### config.mk
export PLATFORM = sky130hd
export DESIGN_NAME = display_timing
export DESIGN_NICKNAME = d
export VERILOG_FILES = /design/src/hdl/rect_fill_pkg.sv /design/src/hdl/display_timing.sv
export SDC_FILE = /design/constraint.sdc
export NUM_CORES = 1
export LEC_CHECK = 0
export ABC_AREA = 1
export BUFFER_PORTS_ARGS = -buffer_cell sky130_fd_sc_hd__buf_4
export CAP_MARGIN = 20
export CORE_ASPECT_RATIO = 0.7
export CORE_UTILIZATION = 34
export CTS_CLUSTER_DIAMETER = 60
export CTS_CLUSTER_SIZE = 14
export DETAILED_ROUTE_END_ITERATION = 12
export PLACE_DENSITY_LB_ADDON = 0.1
export SLEW_MARGIN = 20
export SYNTH_ARGS = -nofsm -noshare
export SYNTH_HDL_FRONTEND = slang
export SYNTH_SLANG_ARGS = --single-unit
### constraint.sdc
create_clock -name clk_100m -period 2 [get_ports clk_100m]
set_clock_uncertainty 0.15 [all_clocks]
set_input_delay 0.2 -clock clk_100m [delete_from_list [all_inputs] [get_ports clk_100m]]
set_output_delay 0.2 -clock clk_100m [all_outputs]
set_load 0.01 [all_outputs]
### src/hdl/rect_fill_pkg.sv
// rect_fill_pkg: shared types, fixed 16 colour palette and rectangle geometry
// for the filled rectangle drawing subsystem
package rect_fill_pkg;

    typedef logic [7:0] coord_t;    // screen or buffer coordinate
    typedef logic [3:0] cidx_t;     // colour index

    typedef struct packed {
        logic [3:0] red;
        logic [3:0] green;
        logic [3:0] blue;
    } rgb444_t;

    // index 0 stays black, rest are distinct
    localparam rgb444_t palette [16] = '{
        12'h000, 12'h125, 12'h725, 12'h085,
        12'ha53, 12'h555, 12'hccc, 12'hfff,
        12'hf04, 12'hfa0, 12'hfe2, 12'h0e3,
        12'h2af, 12'h879, 12'hf7a, 12'hfca
    };

    typedef enum logic [2:0] {S_IDLE, S_CLEAR, S_INIT, S_DRAW, S_DONE} seq_state_t;
    typedef enum logic [1:0] {F_IDLE, F_INIT, F_FILL, F_DONE} fill_state_t;

    // shape i starts at base + step * i
    localparam coord_t RECT_X0_BASE = 8'd4;
    localparam coord_t RECT_Y0_BASE = 8'd4;
    localparam coord_t RECT_STEP    = 8'd3;
    localparam coord_t RECT_W       = 8'd24;
    localparam coord_t RECT_H       = 8'd14;

endpackage

### src/hdl/display_timing.sv
// display_timing: raster counters with sync, data enable and frame pulse,
// one pixel per clock, all outputs registered and aligned to sx/sy
`timescale 1ns/10ps

module display_timing #(
    parameter int H_ACTIVE = 64,
    parameter int H_TOTAL  = 80,
    parameter int HS_START = 66,
    parameter int HS_END   = 71,
    parameter int V_ACTIVE = 36,
    parameter int V_TOTAL  = 40,
    parameter int VS_START = 37,
    parameter int VS_END   = 38
) (
    input  logic                  clk_100m,
    input  logic                  arst_n,
    output rect_fill_pkg::coord_t sx,
    output rect_fill_pkg::coord_t sy,
    output logic                  hsync,
    output logic                  vsync,
    output logic                  de,
    output logic                  frame
);

    localparam rect_fill_pkg::coord_t H_LAST = rect_fill_pkg::coord_t'(H_TOTAL - 1);
    localparam rect_fill_pkg::coord_t V_LAST = rect_fill_pkg::coord_t'(V_TOTAL - 1);

    rect_fill_pkg::coord_t h_cnt;   // raw column count
    rect_fill_pkg::coord_t v_cnt;   // raw row count

    always_ff @(posedge clk_100m or negedge arst_n) begin
        if (!arst_n) begin
            h_cnt <= '0;
            v_cnt <= '0;
        end else if (h_cnt == H_LAST) begin
            h_cnt <= '0;                                // end of line
            v_cnt <= (v_cnt == V_LAST) ? '0 : v_cnt + 8'd1;
        end else begin
            h_cnt <= h_cnt + 8'd1;
        end
    end

    // decode one stage late so sync and de line up with sx/sy
    always_ff @(posedge clk_100m or negedge arst_n) begin
        if (!arst_n) begin
            sx    <= '0;
            sy    <= '0;
            hsync <= 1'b0;
            vsync <= 1'b0;
            de    <= 1'b0;
            frame <= 1'b0;
        end else begin
            sx    <= h_cnt;
            sy    <= v_cnt;
            hsync <= (h_cnt >= HS_START[7:0]) && (h_cnt <= HS_END[7:0]);   // inclusive
            vsync <= (v_cnt >= VS_START[7:0]) && (v_cnt <= VS_END[7:0]);
            de    <= (h_cnt < H_ACTIVE[7:0]) && (v_cnt < V_ACTIVE[7:0]);
            frame <= (h_cnt == '0) && (v_cnt == '0);    // top left pixel
        end
    end

endmodule

==> results.py, run 1 <==
metrics = {
    "run_status": {
        "status": "complete, but fails checks",
        "violations": "DRC",
    },
    "route": {
        "avgRoutedWirePerCell_um": 12.1,
        "dr.pass1.iters": 8,
        "drt_iter0_markers": 81,
        "num_vias": 1135,
        "met3_length_um": 125,
        "vias_per_cell": 4.56,
        "routed.top_layer": "met4",
        "met1Wirelength_mm": 1.60,
        "wl_met2_mm": 1.25,
        "drc_errors": 4,
        "ant_nets": 0,
        "drt_wl_total_mm": 3.02,
    },
    "place": {
        "dp_cells": 240,
        "detailed_place_hpwl_mm": 2.11,
        "pre_cts_ws_ns": 0.424,
        "io_buffers": 21,
        "place_congestion": 0.880,
    },
    "worst_setup_path": {
        "reg2reg_from": "h_cnt[1]$_DFF_PN0_",
        "cp.arrival_ns": 1.62,
        "startpoint": "h_cnt[1]$_DFF_PN0_",
        "r2r_slack_ns": 0.41,
        "endpoint": "v_cnt[5]$_DFFE_PN0N_",
        "reg2regPathDepth": 6,
        "cp_top_family": "simple AND/OR/NAND/NOR gates",
        "critPathBufInv": 0,
        "end_kind": "flop",
        "path_cells": "ha_1, nand3_2, nor2_8, nand3_1, nand2_1, nor2_1",
        "crit_slowest_cell": "dfrtp_1",
        "cpPeakStageDelay_ns": 0.43,
        "critical_path_required_ns": 2.03,
        "crit_type": "flop to flop",
        "crit_path_start_kind": "flop",
        "r2r-end": "v_cnt[5]$_DFFE_PN0N_",
        "crit_fanout": 15,
        "worstSetupPathDepth": 6,
    },
    "timing": {
        "worst_slew_pin_slew_ns": 0.449,
        "clock.fmax_mhz": 630,
        "whs_ns": 0.254,
        "setup_tns_ns": 0,
        "worst_slack_ns": 0.413,
        "setup_violations": 0,
        "rsz0062_at_grt": "false",
        "slew_viol_final": 0,
        "relSlewSlack_pct": 70.1,
        "fin_crit_sh_pct": 79.3,
        "fin_crit_ns": 1.59,
        "hold_viol": 0,
    },
    "yosys": {
        "yosysSeqAreaShare_pct": 56.5,
        "synth_warnings": 0,
        "synth_cell_types": 23,
        "syn-num-nets": 175,
        "synthTopCellsByCount": "dfrtp_1, nand2_1, inv_1",
        "syn-cell-area_um2": 1600,
        "yosys.area.top_type": "dfrtp_1",
        "synthArstFlopShare_pct": 100,
        "syn_inst": 165,
        "yosys-top-cells-area": "dfrtp_1, nand2_1, ha_1",
        "synth_ff_type": "dfrtp_1",
        "synth_top_area_share_pct": 56.5,
        "synth_area_per_cell_um2": 9.67,
        "synth_edf_count": 0,
        "ys_seq_elements": 36,
        "synth_most_common_cell": "dfrtp_1",
    },
    "clock_tree": {
        "ctsRootBufferMaster": "clkbuf_8",
        "cts_tree": "done",
        "path_clk_slew_ns": 0.07,
        "cts_buffers": 5,
        "cts_hold_buffers": 1,
        "clk_latency_ns": 0.29,
        "htree_num_levels": 2,
        "cts_max_path_buffers": 2,
        "cts_resized": 0,
        "cts.sinks": 36,
        "post_cts_buffers": 0,
    },
    "cells_and_area": {
        "n_fill_cell": 428,
        "multi_input_area_um2": 589,
        "final_util_pct": 43.5,
        "nets": 203,
        "area_growth_pct": 20.9,
        "stdcell_count": 249,
        "antennaDiodeCount": 0,
        "drive_gt1_share_pct": 20.6,
        "regArea_um2": 901,
    },
    "floorplanning": {
        "die_y_um": 59.3,
        "rows": 20,
        "ios": 22,
        "die_x_um": 83.9,
        "die-area_um2": 4970,
        "core_um2": 4430,
        "initial_utilization_pct": 36.0,
    },
    "pwr": {
        "vdd_drop_max_mv": 0.339,
        "p_leak_nw": 1.04,
        "power_density_nw_per_um2": 713,
    },
    "flow_run": {
        "cap_violations": 0,
    },
    "global_route": {
        "track_usage_pct": 13.2,
        "grt_pass1_vias": 1019,
        "grt_max_degree": 37,
        "antenna_found_initial": 0,
        "grt_first_pass_wirelength_mm": 4.91,
        "grt_remaining_overflow": 0,
    },
    "worst_hold_path": {
        "worstHoldPathType": "primary input to asynchronous set/reset pin",
    },
}
layout make-up:
cell class / count / share of cell area, %
Sequential cell: 36 / 46.7
Clock inverter: 3 / 2.21
Clock buffer: 5 / 3.57
Multi-Input combinational cell: 104 / 30.6
Timing Repair Buffer: 22 / 8.70
Inverter: 24 / 4.67
Tap cell: 55 / 3.57
cell usage in the layout (no fill, tap or decap), types with 3 or more instances in the layout:
cell	n
dfrtp_1	36
nand2_1	33
inv_1	23
buf_4	21
nor2_1	20
nand3_1	11
ha_1	8
nand4_1	5
o21ai_0	5
clkbuf_8	5
a21oi_1	4
nand3_2	3
xor2_1	3
nor3_1	3
worst min path at each step:
| stage | startpoint | to | slack [ns] |
|---|---|---|---|
| finish | arst_n | sx[5]$_DFF_PN0_ | 0.25 |
| global route | arst_n | v_cnt[3]$_DFFE_PN0N_ | 0.31 |
| CTS | arst_n | sx[6]$_DFF_PN0_ | 0.27 |
| detailed placement | arst_n | sx[5]$_DFF_PN0_ | 0.04 |
| global placement | arst_n | sx[5]$_DFF_PN0_ | 0.03 |
| floorplan | arst_n | de$_DFF_PN0_ | -0.25 |
power breakdown:
group	leakage, nW	switching, mW	internal, mW	total (mW)
clock	0.0541	0.263	0.369	0.631
sequential	0.474	0	0.728	0.728
combinational	0.509	0.0137	0.00259	0.0163
stage by stage:
step | power, mW | instance area [µm²]
after global placement | 0.757 | 1810
after detailed placement | 0.758 | 1810
after CTS | 1.40 | 1930
after global routing | 1.43 | 1930
after floorplan | 0.742 | 1600
final | 1.37 | 1930
state kept, by name, summed over array words and instances (netlist names):
| register | flops |
|---|---|
| h_cnt | 8 |
| sx | 8 |
| sy | 8 |
| v_cnt | 8 |
| de | 1 |
| frame | 1 |
| hsync | 1 |
| vsync | 1 |
cells by family (layout without fill, tap and decap cells):
group	Yosys count	in the layout	synth area share (%)
AND/OR/NAND/NOR	82	82	25.3
flip-flops	36	36	56.5
buffers and inverters	25	54	6.59
AO/OA/AOI/OAI	11	11	3.76
adder cells (fa/ha/maj)	8	8	6.27
XOR/XNOR	3	3	1.65
per-layer routing:
layer | GRT usage, % | vias to the layer above
met5 | 0 | -
met4 | 6.40 | 0
met3 | 3.76 | 5
met2 | 17.8 | 28
met1 | 19.3 | 529
li1 | - | 573
worst reg2reg max path, delay by kind of cell, from the launching register on:
family,cells,cell delay (ns)
flops,1,0.43
simple gates,5,0.65
fa+ha+maj,1,0.25
(Power assumes the default switching activity.)
==> run 2: changes to the inputs <==
--- a/config.mk
+++ b/config.mk
@@ -5,7 +5,7 @@
 export SDC_FILE = /design/constraint.sdc
 export NUM_CORES = 1
 export LEC_CHECK = 0
-export ABC_AREA = 1
+export ABC_AREA = 0
 export BUFFER_PORTS_ARGS = -buffer_cell sky130_fd_sc_hd__buf_4
 export CAP_MARGIN = 20
 export CORE_ASPECT_RATIO = 0.7
==> constraint.sdc (replaced) <==
create_clock -name clk_100m -period 1.4 [get_ports clk_100m]
set_clock_uncertainty 0.15 [all_clocks]
set_input_delay 0.14 -clock clk_100m [delete_from_list [all_inputs] [get_ports clk_100m]]
set_output_delay 0.14 -clock clk_100m [all_outputs]
set_load 0.01 [all_outputs]
==> results.py, run 2 <==
metrics = {
    "yosys": {
        "synth_most_common_cell": "dfrtp_1",
        "synth_edf_count": 0,
        "synthArstFlopShare_pct": 100,
        "yosysSeqAreaShare_pct": 62.3,
        "yosys-top-cells-area": "dfrtp_1, ha_1, xnor2_1",
        "synth_top_area_share_pct": 62.3,
        "syn-num-nets": 124,
        "synthTopCellsByCount": "dfrtp_1, nor2_1, ha_1",
        "synth_cell_types": 29,
        "synth_ff_type": "dfrtp_1",
        "syn-cell-area_um2": 1450,
        "synth_area_per_cell_um2": 12.7,
        "ys_seq_elements": 36,
        "syn_inst": 114,
        "yosys.area.top_type": "dfrtp_1",
        "synth_warnings": 0,
    },
    "timing": {
        "relSlewSlack_pct": 69.9,
        "setup_violations": 13,
        "fin_crit_sh_pct": 124,
        "slew_viol_final": 0,
        "worst_slew_pin_slew_ns": 0.451,
        "fin_crit_ns": 1.73,
        "clock.fmax_mhz": 576,
        "worst_slack_ns": -0.335,
        "hold_viol": 0,
        "whs_ns": 0.190,
        "rsz0062_at_grt": "true",
    },
    "clock_tree": {
        "cts_buffers": 5,
        "ctsRootBufferMaster": "clkbuf_8",
        "cts_max_path_buffers": 2,
        "htree_num_levels": 2,
        "path_clk_slew_ns": 0.08,
        "clk_latency_ns": 0.29,
        "cts.sinks": 36,
        "cts_tree": "done",
    },
    "worst_setup_path": {
        "critPathBufInv": 0,
        "cp.arrival_ns": 1.77,
        "path_cells": "or4b_4, nor4_4, nand3_1, xnor2_1",
        "end_kind": "flop",
        "crit_slowest_cell": "or4b_4",
        "cpPeakStageDelay_ns": 0.62,
        "crit_path_start_kind": "flop",
        "critical_path_required_ns": 1.43,
        "cp_top_family": "simple AND/OR/NAND/NOR gates",
        "crit_type": "flop to flop",
        "crit_fanout": 5,
    },
    "place": {
        "pre_cts_ws_ns": -0.416,
        "place_congestion": 0.770,
        "detailed_place_hpwl_mm": 2.15,
        "placed_area_um2": 1960,
        "io_buffers": 21,
    },
    "cells_and_area": {
        "mostFrequentLayoutCell": "buf_4",
        "multi_input_area_um2": 634,
        "fin_area_um2": 2250,
        "nets": 194,
        "regArea_um2": 903,
        "n_fill_cell": 360,
        "final_cell_mix": "buf_4, dfrtp_1, xnor2_1, ha_1",
        "area_growth_pct": 55.5,
        "antennaDiodeCount": 0,
        "drive_gt1_share_pct": 51.9,
        "final_util_pct": 56.3,
    },
    "pwr": {
        "p_leak_nw": 1.09,
        "power_density_nw_per_um2": 877,
        "fin_total_pwr_mw": 1.97,
        "vdd_drop_max_mv": 0.579,
    },
    "route": {
        "dr.pass1.iters": 4,
        "ant_nets": 0,
        "drt_wl_total_mm": 3.11,
        "num_vias": 1084,
        "drc_errors": 0,
        "avgRoutedWirePerCell_um": 13.1,
        "vias_per_cell": 4.57,
        "drt_iter0_markers": 28,
    },
    "global_route": {
        "grt_max_degree": 37,
        "grt_first_pass_wirelength_mm": 4.99,
        "grt_pass1_vias": 1050,
        "grt_remaining_overflow": 0,
        "track_usage_pct": 15.2,
        "antenna_found_initial": 0,
    },
    "floorplanning": {
        "initial_utilization_pct": 36.2,
        "die-area_um2": 4520,
        "core_um2": 3990,
        "rows": 19,
        "die_x_um": 80.0,
        "die_y_um": 56.6,
        "ios": 22,
    },
    "worst_hold_path": {
        "worstHoldPathType": "primary input to asynchronous set/reset pin",
    },
    "run_status": {
        "status": "complete, but fails checks",
        "violations": "setup timing",
    },
    "flow_run": {
        "cap_violations": 0,
    },
}
## run 2: changes by cell type after synthesis, sizes merged, moves of 2 or more
cell,previous run,this run
and3,0,3
inv,24,6
nand2,34,7
nand3,14,3
nor2,23,10
nor3,4,2
nor4,0,5
o21ai,6,3
or3,0,2
xnor2,0,7
## run 2: through the flow
| step | TNS (ns) | std cells |
|---|---|---|
| global route | -3.91 | 237 |
| CTS | -3.02 | 231 |
| detailed placement | -3.51 | 221 |
| floorplan | -2.49 | 114 |
| global placement | -2.84 | 221 |
| finish | -2.98 | 237 |
## run 2: layout make-up
class / count / area share, %
flip-flops and latches: 36 / 40.2
multi-input cells: 70 / 28.2
repair buffers: 65 / 22.8
clock buffers: 5 / 3.06
well taps: 52 / 2.89
clock inverters: 3 / 1.89
inverters: 6 / 1.00
## run 2: logic make-up (layout without fill, tap and decap cells)
family	after synthesis	after routing	synth area share (%)
AOI/OAI and AO/OA	12	12	4.93
xor gates and xnor gates	10	10	6.06
adders and majority gates	8	8	6.92
buffers and inverters	8	79	2.68
DFF	36	36	62.3
and+or+nand+nor	40	40	17.1
## run 2: what timing repair did
| action | in CTS | in global routing |
|---|---|---|
| setup buffers | 4 | 6 |
| pin swaps | 7 | 9 |
| setup endpoints to repair | 17 | 17 |
| endpoints found under the hold margin | 36 | 0 |
| hold buffers | 1 | 0 |
| gates resized for setup | 16 | 13 |
## run 2: path summary, 6_finish.rpt
kind | from | end | slack (ns) | depth (start not counted)
min in group clk_100m | h_cnt[3]$_DFF_PN0_ | sx[3]$_DFF_PN0_ | 0.33 | 0
min | arst_n | sy[6]$_DFF_PN0_ | 0.19 | 2
max reg2reg | h_cnt[4]$_DFF_PN0_ | v_cnt[7]$_DFFE_PN0N_ | -0.33 | 4
max | h_cnt[4]$_DFF_PN0_ | v_cnt[7]$_DFFE_PN0N_ | -0.33 | 4
min reg2reg | h_cnt[3]$_DFF_PN0_ | sx[3]$_DFF_PN0_ | 0.33 | 0
max in group asynchronous | arst_n | h_cnt[2]$_DFF_PN0_ | 0.57 | 2
## run 2: worst register-to-register path, stage by stage, from the launching register on
cell	delay, ns
dfrtp_1	0.38
or4b_4	0.62
nor4_4	0.22
nand3_1	0.13
xnor2_1	0.14
## run 2: per-layer routing
layer	vias up	part of all wire [%]	GRT usage (%)
met3	6	4.4	4.88
met4	0	1.6	6.89
met2	27	45	22.3
li1	533	-	-
met5	-	0	0
met1	518	49	20.5
## run 2: power breakdown
group	leakage, nW	internal, mW	total (mW)	switching [mW]
Combinational	0.569	0.00370	0.0232	0.0195
Sequential	0.472	1.04	1.04	0
Clock	0.0541	0.527	0.911	0.384
==> run 3: changes to the inputs <==
--- a/config.mk
+++ b/config.mk
@@ -8,7 +8,7 @@
 export ABC_AREA = 0
 export BUFFER_PORTS_ARGS = -buffer_cell sky130_fd_sc_hd__buf_4
 export CAP_MARGIN = 20
-export CORE_ASPECT_RATIO = 0.7
+export CORE_ASPECT_RATIO = 0.6
 export CORE_UTILIZATION = 34
 export CTS_CLUSTER_DIAMETER = 60
 export CTS_CLUSTER_SIZE = 14
==> constraint.sdc (replaced) <==
create_clock -name clk_100m -period 2.2 [get_ports clk_100m]
set_clock_uncertainty 0.15 [all_clocks]
set_input_delay 0.22 -clock clk_100m [delete_from_list [all_inputs] [get_ports clk_100m]]
set_output_delay 0.22 -clock clk_100m [all_outputs]
set_load 0.01 [all_outputs]
==> results.py, run 3 (same netlist as run 2, synthesis figures left out) <==
metrics = {
    "pwr": {
        "power_switching_uw": 238,
        "netSwitchingFraction_pct": 19.2,
        "vdd_drop_max_mv": 0.291,
        "fin_total_pwr_mw": 1.24,
        "p_leak_nw": 0.854,
        "combPwrFrac_pct": 1.2,
        "p_int_mw": 1.00,
        "seqPwrFrac_pct": 53.5,
        "power_density_nw_per_um2": 694,
        "p_clk_share_pct": 45.4,
    },
    "cells_and_area": {
        "multi_input_area_um2": 507,
        "stdcell_count": 200,
        "drive_gt1_share_pct": 23.8,
        "fin_area_um2": 1780,
        "final_cell_mix": "dfrtp_1, buf_4, nor2_1",
        "antennaDiodeCount": 0,
        "mostFrequentLayoutCell": "dfrtp_1",
        "n_fill_cell": 382,
        "nets": 152,
        "regArea_um2": 901,
        "area_growth_pct": 23.4,
        "final_util_pct": 46.1,
    },
    "clock_tree": {
        "cts.sinks": 36,
        "clk_latency_ns": 0.28,
        "cts_max_path_buffers": 2,
        "path_clk_slew_ns": 0.07,
        "cts_buffers": 5,
        "ctsRootBufferMaster": "clkbuf_8",
        "cts_tree": "done",
        "htree_num_levels": 2,
        "cts_resized": 0,
    },
    "flow_run": {
        "cap_violations": 0,
    },
    "floorplanning": {
        "ios": 22,
        "initial_utilization_pct": 37.4,
        "rows": 17,
        "die_y_um": 52.5,
        "die-area_um2": 4530,
        "die_x_um": 86.2,
        "core_um2": 3870,
    },
    "worst_setup_path": {
        "cpPeakStageDelay_ns": 0.42,
        "critical_path_required_ns": 2.21,
        "cp_top_family": "simple AND/OR/NAND/NOR gates",
        "crit_fanout": 6,
        "end_kind": "flop",
        "cpMostUsedCell": "nand3_1",
        "crit_slowest_cell": "dfrtp_1",
        "reg2reg_from": "h_cnt[1]$_DFF_PN0_",
        "cp.arrival_ns": 1.97,
        "critPathBufInv": 0,
        "startpoint": "h_cnt[1]$_DFF_PN0_",
        "path_cells": "ha_1, nand3_1, nor4_4, nand3_1, xnor2_1",
        "crit_type": "flop to flop",
        "crit_path_start_kind": "flop",
    },
    "run_status": {
        "status": "finished, final reports clean",
    },
    "timing": {
        "worst_slack_ns": 0.246,
        "clock.fmax_mhz": 512,
        "fin_crit_sh_pct": 88.8,
        "rsz0062_at_grt": "false",
        "hold_viol": 0,
        "worst_slew_pin_slew_ns": 0.736,
        "whs_ns": 0.276,
        "slew_viol_final": 0,
        "fin_crit_ns": 1.95,
        "relSlewSlack_pct": 49.7,
        "setup_tns_ns": 0,
        "setup_violations": 0,
    },
    "place": {
        "place_congestion": 0.767,
        "placed_area_um2": 1670,
        "detailed_place_hpwl_mm": 1.81,
        "pre_cts_ws_ns": 0.278,
        "io_buffers": 21,
        "dp_cells": 191,
    },
    "route": {
        "ant_nets": 0,
        "drc_errors": 0,
        "vias_per_cell": 4.65,
        "drt_wl_total_mm": 2.65,
        "num_vias": 929,
        "drt_iter0_markers": 40,
        "avgRoutedWirePerCell_um": 13.2,
        "dr.pass1.iters": 4,
    },
    "global_route": {
        "antenna_found_initial": 0,
        "track_usage_pct": 13.9,
        "grt_first_pass_wirelength_mm": 4.38,
        "grt_max_degree": 37,
        "grt_pass1_vias": 879,
        "grt_remaining_overflow": 0,
    },
    "worst_hold_path": {
        "worstHoldPathType": "primary input to asynchronous set/reset pin",
    },
}
-- run 3: area by class of cell --
class / instances / share of cell area, %
clock buffer: 6 / 4.07
clock inverter: 2 / 1.96
inverter: 6 / 1.26
multi-input combinational: 70 / 28.4
sequential: 36 / 50.5
tap: 57 / 4.00
timing repair buffer: 23 / 9.82
-- run 3: final timing paths --
kind | cells past startpoint | slack, ns | end
max in group asynchronous | 2 | 1.31 | sy[7]$_DFF_PN0_
worst min-delay path | 2 | 0.28 | sy[1]$_DFF_PN0_
min in group clk_100m | 0 | 0.30 | sy[0]$_DFF_PN0_
worst max-delay path | 5 | 0.25 | v_cnt[7]$_DFFE_PN0N_
worst max register to register | 5 | 0.25 | v_cnt[7]$_DFFE_PN0N_
worst min register to register | 0 | 0.30 | sy[0]$_DFF_PN0_
-- run 3: metal layers --
layer | track usage [%] | share of wire [%] | up-vias | wire, µm
li1 | - | - | 454 | -
met1 | 19.2 | 53 | 444 | 1420
met2 | 18.7 | 39 | 24 | 1040
met3 | 5.51 | 5.6 | 7 | 147
met4 | 6.67 | 1.7 | 0 | 44
met5 | 0 | 0 | - | 0
-- run 3: worst reg2reg max path, cell delays in order (launching register included) --
cell	delay, ns
dfrtp_1	0.42
ha_1	0.27
nand3_1	0.32
nor4_4	0.40
nand3_1	0.14
xnor2_1	0.15
-- run 3: timing repair --
item	CTS	global route
setup buffers	0	0
hold buffers	1	0
endpoints found under the hold margin	36	0
-- run 3: power groups by stage --
stage | Clock (mW) | Sequential [mW] | Combinational [mW]
floorplan | 0 | 0.674 | 0.000000216
global placement | 0 | 0.674 | 0.0141
detailed placement | 0 | 0.674 | 0.0146
CTS | 0.582 | 0.661 | 0.0159
global route | 0.608 | 0.661 | 0.0175
finish | 0.561 | 0.662 | 0.0146
